## src/include/ctrlParam_settings.svh

```systemverilog
`ifndef CTRL_PARAM_SETTINGS_SVH
`define CTRL_PARAM_SETTINGS_SVH

// register bank shape
`define CP_LARGE_COUNT 2
`define CP_SMALL_COUNT 4
`define CP_LARGE_WIDTH 32
`define CP_HALF_WIDTH 16

// command word fields
`define CP_CODE_WIDTH 7

// first code of each register group, code 0 stays unused
`define CP_LARGE_CODE_BASE 1
`define CP_SMALL_CODE_BASE 5

// lead bytes of the responses
`define CP_RESP_ACK 8'h06
`define CP_RESP_NAK 8'h15
`define CP_RESP_ERR 8'h18
`define CP_RESP_READ 8'h52

`endif

```

## src/rtl/ctrlParamPkg.sv

```systemverilog
`include "ctrlParam_settings.svh"

package ctrlParamPkg;

    // one host command, most significant byte arrives first
    typedef struct packed {
        logic isRead;
        logic [`CP_CODE_WIDTH-1:0] code;
        logic [`CP_LARGE_WIDTH-`CP_HALF_WIDTH-`CP_CODE_WIDTH-2:0] reserved;
        logic [`CP_HALF_WIDTH-1:0] data;
    } cmdWord_t;

    // register sets, index 0 in the low word
    typedef logic [`CP_LARGE_COUNT-1:0][`CP_LARGE_WIDTH-1:0] largeRegs_t;
    typedef logic [`CP_SMALL_COUNT-1:0][`CP_HALF_WIDTH-1:0] smallRegs_t;

    typedef enum logic [2:0] {
        respNone,
        respAck,
        respNak,
        respErr,
        respReadData
    } respKind_t;

    // outcome of one decoded command
    typedef struct packed {
        respKind_t kind;
        logic [`CP_HALF_WIDTH-1:0] readValue;
    } decodeResult_t;

endpackage

```

## src/rtl/cmdFrameAssembler.sv

```systemverilog
`timescale 1ns/1ps

module cmdFrameAssembler (
    input  logic                   clk,
    input  logic                   rst,
    input  logic                   wipe,
    input  logic [7:0]             byteIn,
    input  logic                   byteValid,
    output ctrlParamPkg::cmdWord_t cmdWord,
    output logic                   cmdValid
);

    // bytes taken so far in the current word
    logic [1:0] byteCount;
    // first three bytes, oldest in the top byte
    logic [23:0] gathered;

    // ------------------------------------------------------------------------
    // byte counter and word strobe
    // ------------------------------------------------------------------------
    always_ff @(posedge clk) begin
        if (rst || wipe) begin
            byteCount <= 2'd0;
            cmdValid  <= 1'b0;
        end else begin
            cmdValid <= 1'b0;
            if (byteValid) begin
                // counter wraps back to zero after the fourth byte
                byteCount <= byteCount + 2'd1;
                if (byteCount == 2'd3) begin
                    cmdValid <= 1'b1;
                end
            end
        end
    end

    // ------------------------------------------------------------------------
    // shift register and finished word
    // ------------------------------------------------------------------------
    always_ff @(posedge clk) begin
        if (byteValid) begin
            if (byteCount == 2'd3) begin
                cmdWord <= {gathered, byteIn};
            end else begin
                gathered <= {gathered[15:0], byteIn};
            end
        end
    end

endmodule

```

## src/rtl/ctrlParamDecoder.sv

```systemverilog
`timescale 1ns/1ps

`include "ctrlParam_settings.svh"

module ctrlParamDecoder (
    input  logic                        clk,
    input  logic                        rst,
    input  logic                        wipe,
    input  ctrlParamPkg::cmdWord_t      cmdWord,
    input  logic                        cmdValid,
    output ctrlParamPkg::largeRegs_t    shadowLarge,
    output ctrlParamPkg::smallRegs_t    shadowSmall,
    output logic [`CP_LARGE_COUNT-1:0]  largeUpdate,
    output logic [`CP_SMALL_COUNT-1:0]  smallUpdate,
    output logic                        allWritten,
    output ctrlParamPkg::decodeResult_t result,
    output logic                        resultValid
);

    import ctrlParamPkg::*;

    typedef enum logic [1:0] {
        stIdle,
        stEvaluate,
        stRespond
    } decState_t;

    decState_t state;
    cmdWord_t cmdReg;

    // halves seen since the last update pulse
    logic [`CP_LARGE_COUNT-1:0] pendingUpper;
    logic [`CP_LARGE_COUNT-1:0] pendingLower;
    // halves and small registers seen since rst or wipe
    logic [`CP_LARGE_COUNT-1:0] writtenUpper;
    logic [`CP_LARGE_COUNT-1:0] writtenLower;
    logic [`CP_SMALL_COUNT-1:0] writtenSmall;

    // decoded view of the held command
    logic [`CP_LARGE_COUNT-1:0] hitUpper;
    logic [`CP_LARGE_COUNT-1:0] hitLower;
    logic [`CP_SMALL_COUNT-1:0] hitSmall;
    logic codeValid;
    logic [`CP_HALF_WIDTH-1:0] readMux;

    logic [`CP_LARGE_COUNT-1:0] nextUpper;
    logic [`CP_LARGE_COUNT-1:0] nextLower;
    logic [`CP_LARGE_COUNT-1:0] pairDone;

    // ------------------------------------------------------------------------
    // code decode and read select
    // ------------------------------------------------------------------------
    always_comb begin
        hitUpper = '0;
        hitLower = '0;
        hitSmall = '0;
        readMux  = '0;
        // upper half on the odd code, lower half right after it
        for (int i = 0; i < `CP_LARGE_COUNT; i++) begin
            if (int'(cmdReg.code) == `CP_LARGE_CODE_BASE + 2 * i) begin
                hitUpper[i] = 1'b1;
                readMux     = shadowLarge[i][`CP_LARGE_WIDTH-1 -: `CP_HALF_WIDTH];
            end
            if (int'(cmdReg.code) == `CP_LARGE_CODE_BASE + 2 * i + 1) begin
                hitLower[i] = 1'b1;
                readMux     = shadowLarge[i][`CP_HALF_WIDTH-1:0];
            end
        end
        for (int j = 0; j < `CP_SMALL_COUNT; j++) begin
            if (int'(cmdReg.code) == `CP_SMALL_CODE_BASE + j) begin
                hitSmall[j] = 1'b1;
                readMux     = shadowSmall[j];
            end
        end
        codeValid = |{hitUpper, hitLower, hitSmall};
    end

    // a pair fires as soon as both halves are pending
    assign nextUpper = pendingUpper | hitUpper;
    assign nextLower = pendingLower | hitLower;
    assign pairDone  = nextUpper & nextLower;

    assign allWritten = &{writtenUpper, writtenLower, writtenSmall};

    // ------------------------------------------------------------------------
    // command FSM, idle -> evaluate -> respond
    // ------------------------------------------------------------------------
    always_ff @(posedge clk) begin
        if (rst || wipe) begin
            state            <= stIdle;
            shadowLarge      <= '0;
            shadowSmall      <= '0;
            pendingUpper     <= '0;
            pendingLower     <= '0;
            writtenUpper     <= '0;
            writtenLower     <= '0;
            writtenSmall     <= '0;
            largeUpdate      <= '0;
            smallUpdate      <= '0;
            result.kind      <= respNone;
            result.readValue <= '0;
            resultValid      <= 1'b0;
        end else begin
            largeUpdate <= '0;
            smallUpdate <= '0;
            resultValid <= 1'b0;
            case (state)
                stIdle: begin
                    if (cmdValid) begin
                        cmdReg <= cmdWord;
                        state  <= stEvaluate;
                    end
                end
                stEvaluate: begin
                    if (!cmdReg.isRead) begin
                        for (int i = 0; i < `CP_LARGE_COUNT; i++) begin
                            if (hitUpper[i]) begin
                                shadowLarge[i][`CP_LARGE_WIDTH-1 -: `CP_HALF_WIDTH] <=
                                    cmdReg.data;
                            end
                            if (hitLower[i]) begin
                                shadowLarge[i][`CP_HALF_WIDTH-1:0] <= cmdReg.data;
                            end
                        end
                        for (int j = 0; j < `CP_SMALL_COUNT; j++) begin
                            if (hitSmall[j]) begin
                                shadowSmall[j] <= cmdReg.data;
                            end
                        end
                        writtenUpper <= writtenUpper | hitUpper;
                        writtenLower <= writtenLower | hitLower;
                        writtenSmall <= writtenSmall | hitSmall;
                        // completed pairs leave the pending set
                        pendingUpper <= nextUpper & ~pairDone;
                        pendingLower <= nextLower & ~pairDone;
                        largeUpdate  <= pairDone;
                        smallUpdate  <= hitSmall;
                    end
                    state <= stRespond;
                end
                stRespond: begin
                    resultValid <= 1'b1;
                    if (cmdReg.isRead) begin
                        result.kind      <= codeValid ? respReadData : respErr;
                        result.readValue <= readMux;
                    end else begin
                        result.kind      <= codeValid ? respAck : respNak;
                        result.readValue <= '0;
                    end
                    state <= stIdle;
                end
                default: begin
                    state <= stIdle;
                end
            endcase
        end
    end

endmodule

```

## src/rtl/paramShadowLatch.sv

```systemverilog
`timescale 1ns/1ps

`include "ctrlParam_settings.svh"

module paramShadowLatch (
    input  logic                       clk,
    input  logic                       rst,
    input  ctrlParamPkg::largeRegs_t   shadowLarge,
    input  ctrlParamPkg::smallRegs_t   shadowSmall,
    input  logic [`CP_LARGE_COUNT-1:0] largeUpdate,
    input  logic [`CP_SMALL_COUNT-1:0] smallUpdate,
    input  logic                       applyStrobe,
    output ctrlParamPkg::largeRegs_t   activeLarge,
    output ctrlParamPkg::smallRegs_t   activeSmall
);

    logic [`CP_LARGE_COUNT-1:0] pendingLarge;
    logic [`CP_SMALL_COUNT-1:0] pendingSmall;

    // an update pulse in the apply cycle counts as pending,
    // the shadow value already holds the new data then
    logic [`CP_LARGE_COUNT-1:0] dueLarge;
    logic [`CP_SMALL_COUNT-1:0] dueSmall;

    assign dueLarge = pendingLarge | largeUpdate;
    assign dueSmall = pendingSmall | smallUpdate;

    // ------------------------------------------------------------------------
    // pending tracking and copy to the active set
    // ------------------------------------------------------------------------
    always_ff @(posedge clk) begin
        if (rst) begin
            pendingLarge <= '0;
            pendingSmall <= '0;
            activeLarge  <= '0;
            activeSmall  <= '0;
        end else if (applyStrobe) begin
            for (int i = 0; i < `CP_LARGE_COUNT; i++) begin
                if (dueLarge[i]) begin
                    activeLarge[i] <= shadowLarge[i];
                end
            end
            for (int j = 0; j < `CP_SMALL_COUNT; j++) begin
                if (dueSmall[j]) begin
                    activeSmall[j] <= shadowSmall[j];
                end
            end
            pendingLarge <= '0;
            pendingSmall <= '0;
        end else begin
            pendingLarge <= dueLarge;
            pendingSmall <= dueSmall;
        end
    end

endmodule

```

## src/rtl/responseEncoder.sv

```systemverilog
`timescale 1ns/1ps

`include "ctrlParam_settings.svh"

module responseEncoder (
    input  logic                        clk,
    input  logic                        rst,
    input  ctrlParamPkg::decodeResult_t result,
    input  logic                        resultValid,
    output logic [7:0]                  respByte,
    output logic                        respValid
);

    import ctrlParamPkg::*;

    // data bytes still to send after the lead byte
    logic [1:0] bytesLeft;
    logic [`CP_HALF_WIDTH-1:0] dataHold;

    logic [7:0] leadByte;
    logic hasLead;

    // lead byte per result kind
    always_comb begin
        leadByte = 8'h00;
        hasLead  = 1'b1;
        case (result.kind)
            respAck:      leadByte = `CP_RESP_ACK;
            respNak:      leadByte = `CP_RESP_NAK;
            respErr:      leadByte = `CP_RESP_ERR;
            respReadData: leadByte = `CP_RESP_READ;
            default:      hasLead  = 1'b0;
        endcase
    end

    // ------------------------------------------------------------------------
    // byte sequencer
    // ------------------------------------------------------------------------
    always_ff @(posedge clk) begin
        if (rst) begin
            bytesLeft <= 2'd0;
            respByte  <= 8'h00;
            respValid <= 1'b0;
        end else begin
            respValid <= 1'b0;
            if (resultValid && hasLead) begin
                respByte  <= leadByte;
                respValid <= 1'b1;
                bytesLeft <= (result.kind == respReadData) ? 2'd2 : 2'd0;
            end else if (bytesLeft != 2'd0) begin
                // high byte first, then low byte
                respByte  <= (bytesLeft == 2'd2) ? dataHold[15:8] : dataHold[7:0];
                respValid <= 1'b1;
                bytesLeft <= bytesLeft - 2'd1;
            end
        end
    end

    always_ff @(posedge clk) begin
        if (resultValid) begin
            dataHold <= result.readValue;
        end
    end

endmodule

```

## src/rtl/ctrlParamLink.sv

```systemverilog
`timescale 1ns/1ps

`include "ctrlParam_settings.svh"

module ctrlParamLink (
    input  logic                       clk,
    input  logic                       rst,
    input  logic [7:0]                 byteIn,
    input  logic                       byteValid,
    input  logic                       wipe,
    input  logic                       applyStrobe,
    output logic [7:0]                 respByte,
    output logic                       respValid,
    output ctrlParamPkg::largeRegs_t   activeLarge,
    output ctrlParamPkg::smallRegs_t   activeSmall,
    output logic [`CP_LARGE_COUNT-1:0] largeUpdate,
    output logic [`CP_SMALL_COUNT-1:0] smallUpdate,
    output logic                       allWritten
);

    import ctrlParamPkg::*;

    // ------------------------------------------------------------------------
    // stage links
    // ------------------------------------------------------------------------
    cmdWord_t cmdWord;
    logic cmdValid;
    largeRegs_t shadowLarge;
    smallRegs_t shadowSmall;
    decodeResult_t result;
    logic resultValid;

    // bytes to command words
    cmdFrameAssembler uAssembler (
        .clk       (clk),
        .rst       (rst),
        .wipe      (wipe),
        .byteIn    (byteIn),
        .byteValid (byteValid),
        .cmdWord   (cmdWord),
        .cmdValid  (cmdValid)
    );

    ctrlParamDecoder uDecoder (
        .clk         (clk),
        .rst         (rst),
        .wipe        (wipe),
        .cmdWord     (cmdWord),
        .cmdValid    (cmdValid),
        .shadowLarge (shadowLarge),
        .shadowSmall (shadowSmall),
        .largeUpdate (largeUpdate),
        .smallUpdate (smallUpdate),
        .allWritten  (allWritten),
        .result      (result),
        .resultValid (resultValid)
    );

    // active set only moves on the apply strobe
    paramShadowLatch uShadowLatch (
        .clk         (clk),
        .rst         (rst),
        .shadowLarge (shadowLarge),
        .shadowSmall (shadowSmall),
        .largeUpdate (largeUpdate),
        .smallUpdate (smallUpdate),
        .applyStrobe (applyStrobe),
        .activeLarge (activeLarge),
        .activeSmall (activeSmall)
    );

    responseEncoder uEncoder (
        .clk         (clk),
        .rst         (rst),
        .result      (result),
        .resultValid (resultValid),
        .respByte    (respByte),
        .respValid   (respValid)
    );

endmodule

```

## config.mk

```make
export PLATFORM = sky130hd
export DESIGN_NAME = ctrlParamLink
export DESIGN_NICKNAME = d
export VERILOG_FILES = /design/src/rtl/ctrlParamPkg.sv /design/src/rtl/cmdFrameAssembler.sv /design/src/rtl/ctrlParamDecoder.sv /design/src/rtl/paramShadowLatch.sv /design/src/rtl/responseEncoder.sv /design/src/rtl/ctrlParamLink.sv
export VERILOG_INCLUDE_DIRS = /design/src /design/src/include
export SDC_FILE = /design/constraint.sdc
export NUM_CORES = 1
export LEC_CHECK = 0
export BUFFER_PORTS_ARGS = -buffer_cell sky130_fd_sc_hd__buf_2
export CORE_MARGIN = 1
export CORE_UTILIZATION = 30
export DETAILED_ROUTE_END_ITERATION = 10
export PLACE_DENSITY = 0.48
export SLEW_MARGIN = 20
export SYNTH_ARGS = -nofsm -noshare
export SYNTH_HDL_FRONTEND = slang
export SYNTH_SLANG_ARGS = --single-unit
```

## constraint.sdc

```tcl
create_clock -name clk -period 11.2 [get_ports clk]
set_clock_uncertainty 0.05 [all_clocks]
set_input_delay 3.36 -clock clk [delete_from_list [all_inputs] [get_ports clk]]
set_output_delay 3.36 -clock clk [all_outputs]
set_load 0.01 [all_outputs]
```

-- Yosys cells after proc, flatten, opt, wreduce, memory -nomap -nowiden
Index checks and enable logic that the tools add are counted.
- flip-flop bits (word level): 404
- latch bits: 0
- bits in writable memories: 0
- bits in read-only memories: 0
- input port bits: 13
- output and inout port bits: 144
- memories: 0
- add/sub/neg operators: 2
- multiply operators: 0
- divide/modulo/power cells: 0
- $lt $le $gt $ge: 0
- equality and inequality tests: 17
- shift operators: 0
- muxes and demuxes: 33
- bitwise gates (word level): 16
- reduce and logical (&&, ||, !) cells: 29
- operators with widths (operator ; number):
    16-bit two-way mux ; 8
    7-bit by 4-bit == test with 1-bit output, second input constant ; 4
    7-bit one-hot mux with 4 select lines ; 1
    3-bit AND reduction ; 9
    8-bit two-way mux ; 3
    19-bit two-way mux ; 1
    2-bit AND reduction ; 9
    7-bit by 3-bit == test with 1-bit output, second input constant ; 2
    1-bit two-way mux ; 13
    2-bit two-way mux ; 5
    2-bit OR ; 5
    4-bit OR ; 2
    8-bit AND reduction ; 1
    8-bit OR reduction ; 1
    7-bit by 2-bit == test with 1-bit output, second input constant ; 1
    7-bit by 5-bit == test with 1-bit output, second input constant ; 1
    2-bit bitwise AND ; 3
    2-bit == test, second input constant ; 3
    3-bit by 2-bit == test with 1-bit output, second input constant ; 2
    1-bit inverter ; 5
    2-bit one-hot mux with 2 select lines ; 1
    2-bit nonzero test ; 2
    2-bit OR reduction ; 2
    4-bit OR reduction ; 1
    12 further kinds ; 12

-- Depth between registers and ports, before layout
Gate-level depths: netlist of run 1.
- depth after elaboration: 10
- depth in mapped cells: 10
- mapped depth without buffers: 7

-- Hierarchy
From an unflattened synthesis of run 1, not the netlist that was laid out.
- cells, all modules: 1637
- area, all modules: 17610.6 um^2
- modules (own cells, without submodules) (module ; instances ; cells an instance ; area each (um^2) ; sequential area each (um^2)):
    ctrlParamDecoder ; 1 ; 902 ; 8515.7 ; 4083.9
    paramShadowLatch ; 1 ; 582 ; 6052.1 ; 2682.6
    cmdFrameAssembler ; 1 ; 67 ; 1815.5 ; 1741.7
    responseEncoder ; 1 ; 86 ; 1227.4 ; 700.7

-- Worst setup path after synthesis of run 1
Ideal clock, no wire load.
- path kind: input port to flip-flop
- start point: input rst
- end point: register uDecoder.cmdReg[0] (netlist bit), enable pin
- library setup time: 474 ps
- arrival time: 6636 ps
- required time: 10676 ps
- path slack: 4040 ps
- cell stages on the path: 5
- path buffers: 3
- cell sequence: clkbuf_1 or2_0 buf_2 clkbuf_1 nor4b_1
- longest elaborated chain between the ends: 3
- RTL lines (what ; line ; text):
    from (decl) ; ctrlParamLink.sv:7 ; input logic rst,
    1-bit logical OR ; ctrlParamDecoder.sv:89 ; if (rst || wipe) begin
    1-bit inverter (no line) ; - ;
    3-bit AND reduction (no line) ; - ;
    to (signal assigned) ; ctrlParamDecoder.sv:110 ; cmdReg <= cmdWord;
    to (decl) ; ctrlParamDecoder.sv:29 ; cmdWord_t cmdReg;
Every way passes these cells.
A chain may end at the register's enable or synchronous reset.

-- Worst setup path after layout of run 1
- start point: input rst
- end point: register uDecoder.cmdReg[9] (netlist bit), enable pin
Same word-level chain as after synthesis.

==> results of run 1 <==
## through the flow
stage	setup WS (ns)	instance area [µm²]	total power, mW	hold slack, ns	cells
6_report	5.412	17930	3.100	0.3678	2490
2_1_floorplan	4.040	15310	1.611	0.3503	1699
3_5_place_dp	4.836	16440	1.642	0.3545	2412
4_1_cts	5.440	17930	3.138	0.3682	2490
3_3_place_gp	4.878	16440	1.640	0.3514	2412
5_1_grt	5.253	17930	3.203	0.3734	2490
## final timing paths
kind | startpoint | endpoint | slack, ns | depth (start not counted)
setup / recovery | rst | uDecoder.cmdReg[9] | 5.41 | 5
hold / removal | uAssembler.cmdWord[30] | uDecoder.cmdReg[30] | 0.37 | 0
setup reg to reg | uDecoder.cmdReg[29] | uDecoder.shadowLarge[59] | 7.63 | 5
hold reg to reg | uAssembler.cmdWord[30] | uDecoder.cmdReg[30] | 0.37 | 0
## critical path: stages
cell     delay (ns)
buf_4          0.53
or2_4          0.94
buf_4          0.72
nor4b_2        0.12
buf_4          0.27
## final cells by class
type	instances	area, µm²
fillers	5174	32340
flip-flops and latches	404	8969
multi-input cells	1146	5684
clock buffers	63	1275
repair buffers	168	873.3
well taps	672	840.8
clock inverters	15	209.0
inverters	22	82.58
## kinds of logic after synthesis
kind of cell	Yosys count	synth area share
adder cells (fa/ha/maj)	6	0.004903
AND/OR/NAND/NOR	688	0.1899
buffers and inverters	149	0.04503
AO/OA/AOI/OAI	415	0.1501
multiplexers	34	0.02255
flip-flops	404	0.5858
XOR/XNOR	3	0.001716
## power by group through the flow
stage          Combinational [mW]  Clock [mW]  Sequential, mW
6_report                   0.0997        1.49            1.51
5_1_grt                     0.111        1.58            1.51
4_1_cts                     0.102        1.53            1.51
3_5_place_dp                0.101           0            1.54
3_3_place_gp               0.0998           0            1.54
2_1_floorplan              0.0661           0            1.54
## registers in the layout, summed over array words and instances, names as in the netlist, 4 cells and up
signal and count:
uDecoder.shadowSmall 64, uShadowLatch.pendingSmall 4, uAssembler.gathered 24, uDecoder.shadowLarge 64
uDecoder.result 19, uDecoder.writtenSmall 4, uEncoder.dataHold 16, uShadowLatch.activeLarge 64
uDecoder.cmdReg 24, uAssembler.cmdWord 24, uEncoder.respByte 8, uDecoder.smallUpdate 4
uShadowLatch.activeSmall 64
## per-layer routing
metal	wire [µm]	up-vias	GRT usage
met1	22360	5864	0.2500
met3	2963	83	0.03225
li1	-	5920	-
met5	0	-	0
met4	1751	0	0.07991
met2	21680	353	0.2832
## synth_stat cells, types with 2 or more instances
library cell / instances
nor2b_1: 19
ha_1: 6
buf_1: 5
a22oi_1: 8
nor3_1: 9
dfxtp_1: 316
nor2_1: 74
buf_2: 38
o22ai_1: 24
o21ai_0: 21
edfxtp_1: 88
a21o_1: 7
a21oi_1: 306
mux2i_1: 30
mux2_2: 4
nor3b_1: 3
o21ai_1: 8
or3_1: 2
inv_1: 22
o221a_2: 2
nand3_1: 21
nor2_4: 2
and3_1: 4
or2_2: 2
nor3_4: 4
nand2_1: 521
nand2_2: 2
nand4_1: 2
nor4b_1: 2
nor2_2: 4
a221o_1: 4
a221oi_1: 8
a211oi_1: 7
and2_1: 5
buf_6: 5
clkbuf_1: 67
o211ai_1: 2
o22a_1: 7
buf_4: 12
nand2_4: 2
xnor2_1: 2
==> results.yml, run 1 <==
status:
  status: "completed"
clock_tree:
  cts_buffers: 44
  cts_htree_levels: 2
  cts_tree: "built"
  clockBufferDepth: 3
  cts_setup_buffers: 0
  cts.sinks: 404
  clkTransAtPathRegs_ns: 0.06
  ctsResizeCount: 0
  cts_root_buf: "clkbuf_16"
  holdBufCountCts: 0
  clk_latency_ns: 0.58
layout:
  antenna_cells: 0
  layout_commonest_cell: "nand2_1"
  finish.net_count: 1805
  utilization: 0.3567
  final_cell_mix: "nand2_1, dfxtp_1, a21oi_1"
  area_growth_pct: 17.13
  drive_gt1_frac: 0.1491
routing:
  firstDrtPassIters: 5
  avgViaCountPerCell: 4.908
  final_antenna_net_count: 0
  vias: 12220
  wl_per_cell_um: 19.58
  first_iter_violations: 953
  drt_wl_total_um: 48750
  drcViolationCount: 0
run:
  drv_cap: 0
die:
  dieWidth_um: 227.9
  core_area_um2: 50270
  ios: 157
  die_h_um: 227.9
  placementRows: 82
  start_util: 0.3046
  die_area_um2: 51940
worst_hold_path:
  hold_path.class: "register to register"
sta:
  tightest_slew_ns: 1.111
  max_freq_mhz: 172.8
  slew_headroom: 0.2575
  hold_viol: 0
  period_share: 0.5168
  setup_viol_count_final: 0
  maxSlewViolCount: 0
  fin_crit_ns: 5.788
  rsz0062_at_grt: "false"
  setup_tns_ns: 0
logic_synthesis:
  synth.area.top_cells: "dfxtp_1, edfxtp_1, nand2_1"
  synth_flop_cell: "dfxtp_1"
  synthDistinctLibCells: 63
  syn_nets: 1718
  synth_edf_count: 88
  synth_seq_cells: 404
  yosysSeqAreaShare: 0.5858
  async_flop_share: 0
  ys_warn_count: 0
  synth.avg_cell_area_um2: 9.012
  netlist_area_um2: 15310
  yosys.area.top_type: "dfxtp_1"
  synth_cells: 1699
  synth.top_cell.area_share: 0.4132
power_and_ir_drop:
  power.density_nw_per_um2: 172.9
  intPower_mw: 2.441
  seqPwrFrac: 0.487
  clkPwrFrac: 0.481
  p_sw_mw: 0.6588
  peakVddDrop_v: 0.0001171
  swShare: 0.2125
  power.leakage_nw: 6.277
  comb_power_share: 0.032
global_routing:
  grt_pass1_wl_um: 72920
  antenna_found_initial: 0
  grt_max_degree: 86
  grt_overflow: 0
  grt_pass1_vias: 11770
  track_usage: 0.1831
placed_design:
  port_buffers: 156
  hpwl_um: 33360
  gp_congestion: 0.8984
worst_setup_path:
  required_ns: 11.44
  arrival_ns: 6.03
  cp-end-kind: "register"
  start_kind: "input pin"
  crit_type: "input pin to register"
  cp_max_fo: 85
Note: power is estimated with default switching activity, not from simulation.
==> run 2: changes to the inputs <==
--- a/config.mk
+++ b/config.mk
@@ -10,7 +10,7 @@
 export CORE_MARGIN = 1
 export CORE_UTILIZATION = 30
 export DETAILED_ROUTE_END_ITERATION = 10
-export PLACE_DENSITY = 0.48
+export PLACE_DENSITY = 0.5
 export SLEW_MARGIN = 20
 export SYNTH_ARGS = -nofsm -noshare
 export SYNTH_HDL_FRONTEND = slang
==> constraint.sdc (replaced) <==
create_clock -name clk -period 4.66 [get_ports clk]
set_clock_uncertainty 0.05 [all_clocks]
set_input_delay 1.398 -clock clk [delete_from_list [all_inputs] [get_ports clk]]
set_output_delay 1.398 -clock clk [all_outputs]
set_load 0.01 [all_outputs]
==> results.yml, run 2 (synthesized netlist as in run 1, its figures left out) <==
routing:
  avgViaCountPerCell: 4.889
  drt_wl_total_um: 49050
  drcViolationCount: 0
  wl_per_cell_um: 19.58
  first_iter_violations: 1204
  vias: 12250
  firstDrtPassIters: 5
  final_antenna_net_count: 0
die:
  start_util: 0.3046
  placementRows: 82
  die_h_um: 227.9
  core_area_um2: 50270
  die_area_um2: 51940
  dieWidth_um: 227.9
  ios: 157
clock_tree:
  cts_setup_buffers: 0
  clkTransAtPathRegs_ns: 0.06
  cts_root_buf: "clkbuf_16"
  cts_buffers: 45
  cts.sinks: 404
  cts_tree: "built"
  ctsResizeCount: 0
  cts_htree_levels: 2
  clockBufferDepth: 3
  clk_latency_ns: 0.58
  holdBufCountCts: 0
sta:
  max_freq_mhz: 333.8
  slew_headroom: 0.2547
  maxSlewViolCount: 0
  rsz0062_at_grt: "false"
  tightest_slew_ns: 1.118
  setup_tns_ns: 0
  period_share: 0.6429
  fin_crit_ns: 2.996
  setup_viol_count_final: 0
  hold_viol: 0
power_and_ir_drop:
  p_total_mw: 7.597
  peakVddDrop_v: 0.0002588
  power.leakage_nw: 6.363
  power.density_nw_per_um2: 420.0
global_routing:
  grt_pass1_vias: 11510
  grt_overflow: 0
  track_usage: 0.1847
  antenna_found_initial: 0
  grt_max_degree: 69
  grt_pass1_wl_um: 73140
worst_hold_path:
  hp-start: "uAssembler.cmdWord[30]"
  hold_path.class: "register to register"
  hold-path-cell-count: 0
  hold_end: "uDecoder.cmdReg[30]"
worst_setup_path:
  reg2reg_to: "uDecoder.result[2]"
  cp_max_fo: 24
  path_common_cell: "o21ai_0"
  required_ns: 5.11
  crit_path_top_delay_cell: "nand3_1"
  ff2ff_setup_slack_ns: 1.83
  crit_type: "input pin to register"
  critPathLaunch: "rst"
  cp-end-kind: "register"
  slowest_delay_ns: 0.56
  start_kind: "input pin"
  worst-r2r-cell-count: 6
  r2r_start: "uDecoder.cmdReg[24]"
  arrival_ns: 3.45
  crit_chain: "buf_4 -> nor2_1 -> nand3_1 -> a21oi_1 -> o21ai_0 -> o21ai_0"
layout:
  finish.net_count: 1814
  area_growth_pct: 18.13
  final_cell_mix: "nand2_1, dfxtp_1, a21oi_1"
  drive_gt1_frac: 0.1572
  layout_commonest_cell: "nand2_1"
placed_design:
  hpwl_um: 33750
  port_buffers: 156
  gp_congestion: 0.9510
status:
  status: "completed"
run:
  drv_cap: 0
-- run 2: changes by cell type in the layout (fill, tap and decap cells not counted), sizes merged --
cell and change:
clkinv +3, inv +2, diode +1, buf +8
clkbuf +1
-- run 2: how the worst max path moves through the flow --
stage	endpoint	slack, ns
final	uDecoder.result[0]	1.66
after global routing	uDecoder.result[5]	1.48
after CTS	allWritten	1.64
after detailed placement	uDecoder.result[0]	1.15
after global placement	uDecoder.result[0]	1.19
after floorplan	uDecoder.cmdReg[0]	0.65
-- run 2: area by class of cell --
class,instances,area [µm²]
sequential,404,8969
antenna,1,2.502
inverter,22,82.58
tap,672,840.8
timing repair buffer,176,933.4
fill,5178,32190
clock inverter,20,240.2
clock buffer,64,1321
multi-input combinational,1146,5697
-- run 2: power breakdown --
part           switching (mW)  internal [mW]  leakage, nW
clock network            1.47           2.26        0.778
registers              0.0175           3.61         3.40
logic                   0.157         0.0844         2.19
-- run 2: per-layer routing --
metal	GRT usage	up-vias	wire (µm)
met5	0	-	0
met2	0.2785	367	21600
met4	0.07655	0	1709
met1	0.2579	5849	22900
met3	0.03525	89	2837
li1	-	5943	-
-- run 2: worst max-delay path: cells and delay by family --
kind | cells | cell delay (ns)
and+or+nand+nor | 2 | 1.10
AOI/OAI and AO/OA | 3 | 0.74
buffers and inverters | 1 | 0.20
-- run 2: through the flow --
step | utilization | area, µm² | hold slack, ns | instances | worst slack [ns]
global placement | 0.3284 | 16510 | 0.3508 | 2420 | 1.193
floorplan | - | 15320 | 0.3503 | 1699 | 0.6516
finish | 0.3598 | 18090 | 0.3633 | 2505 | 1.664
global route | 0.3597 | 18080 | 0.3716 | 2504 | 1.482
detailed placement | 0.3284 | 16510 | 0.3545 | 2420 | 1.154
CTS | 0.3595 | 18070 | 0.3663 | 2504 | 1.635
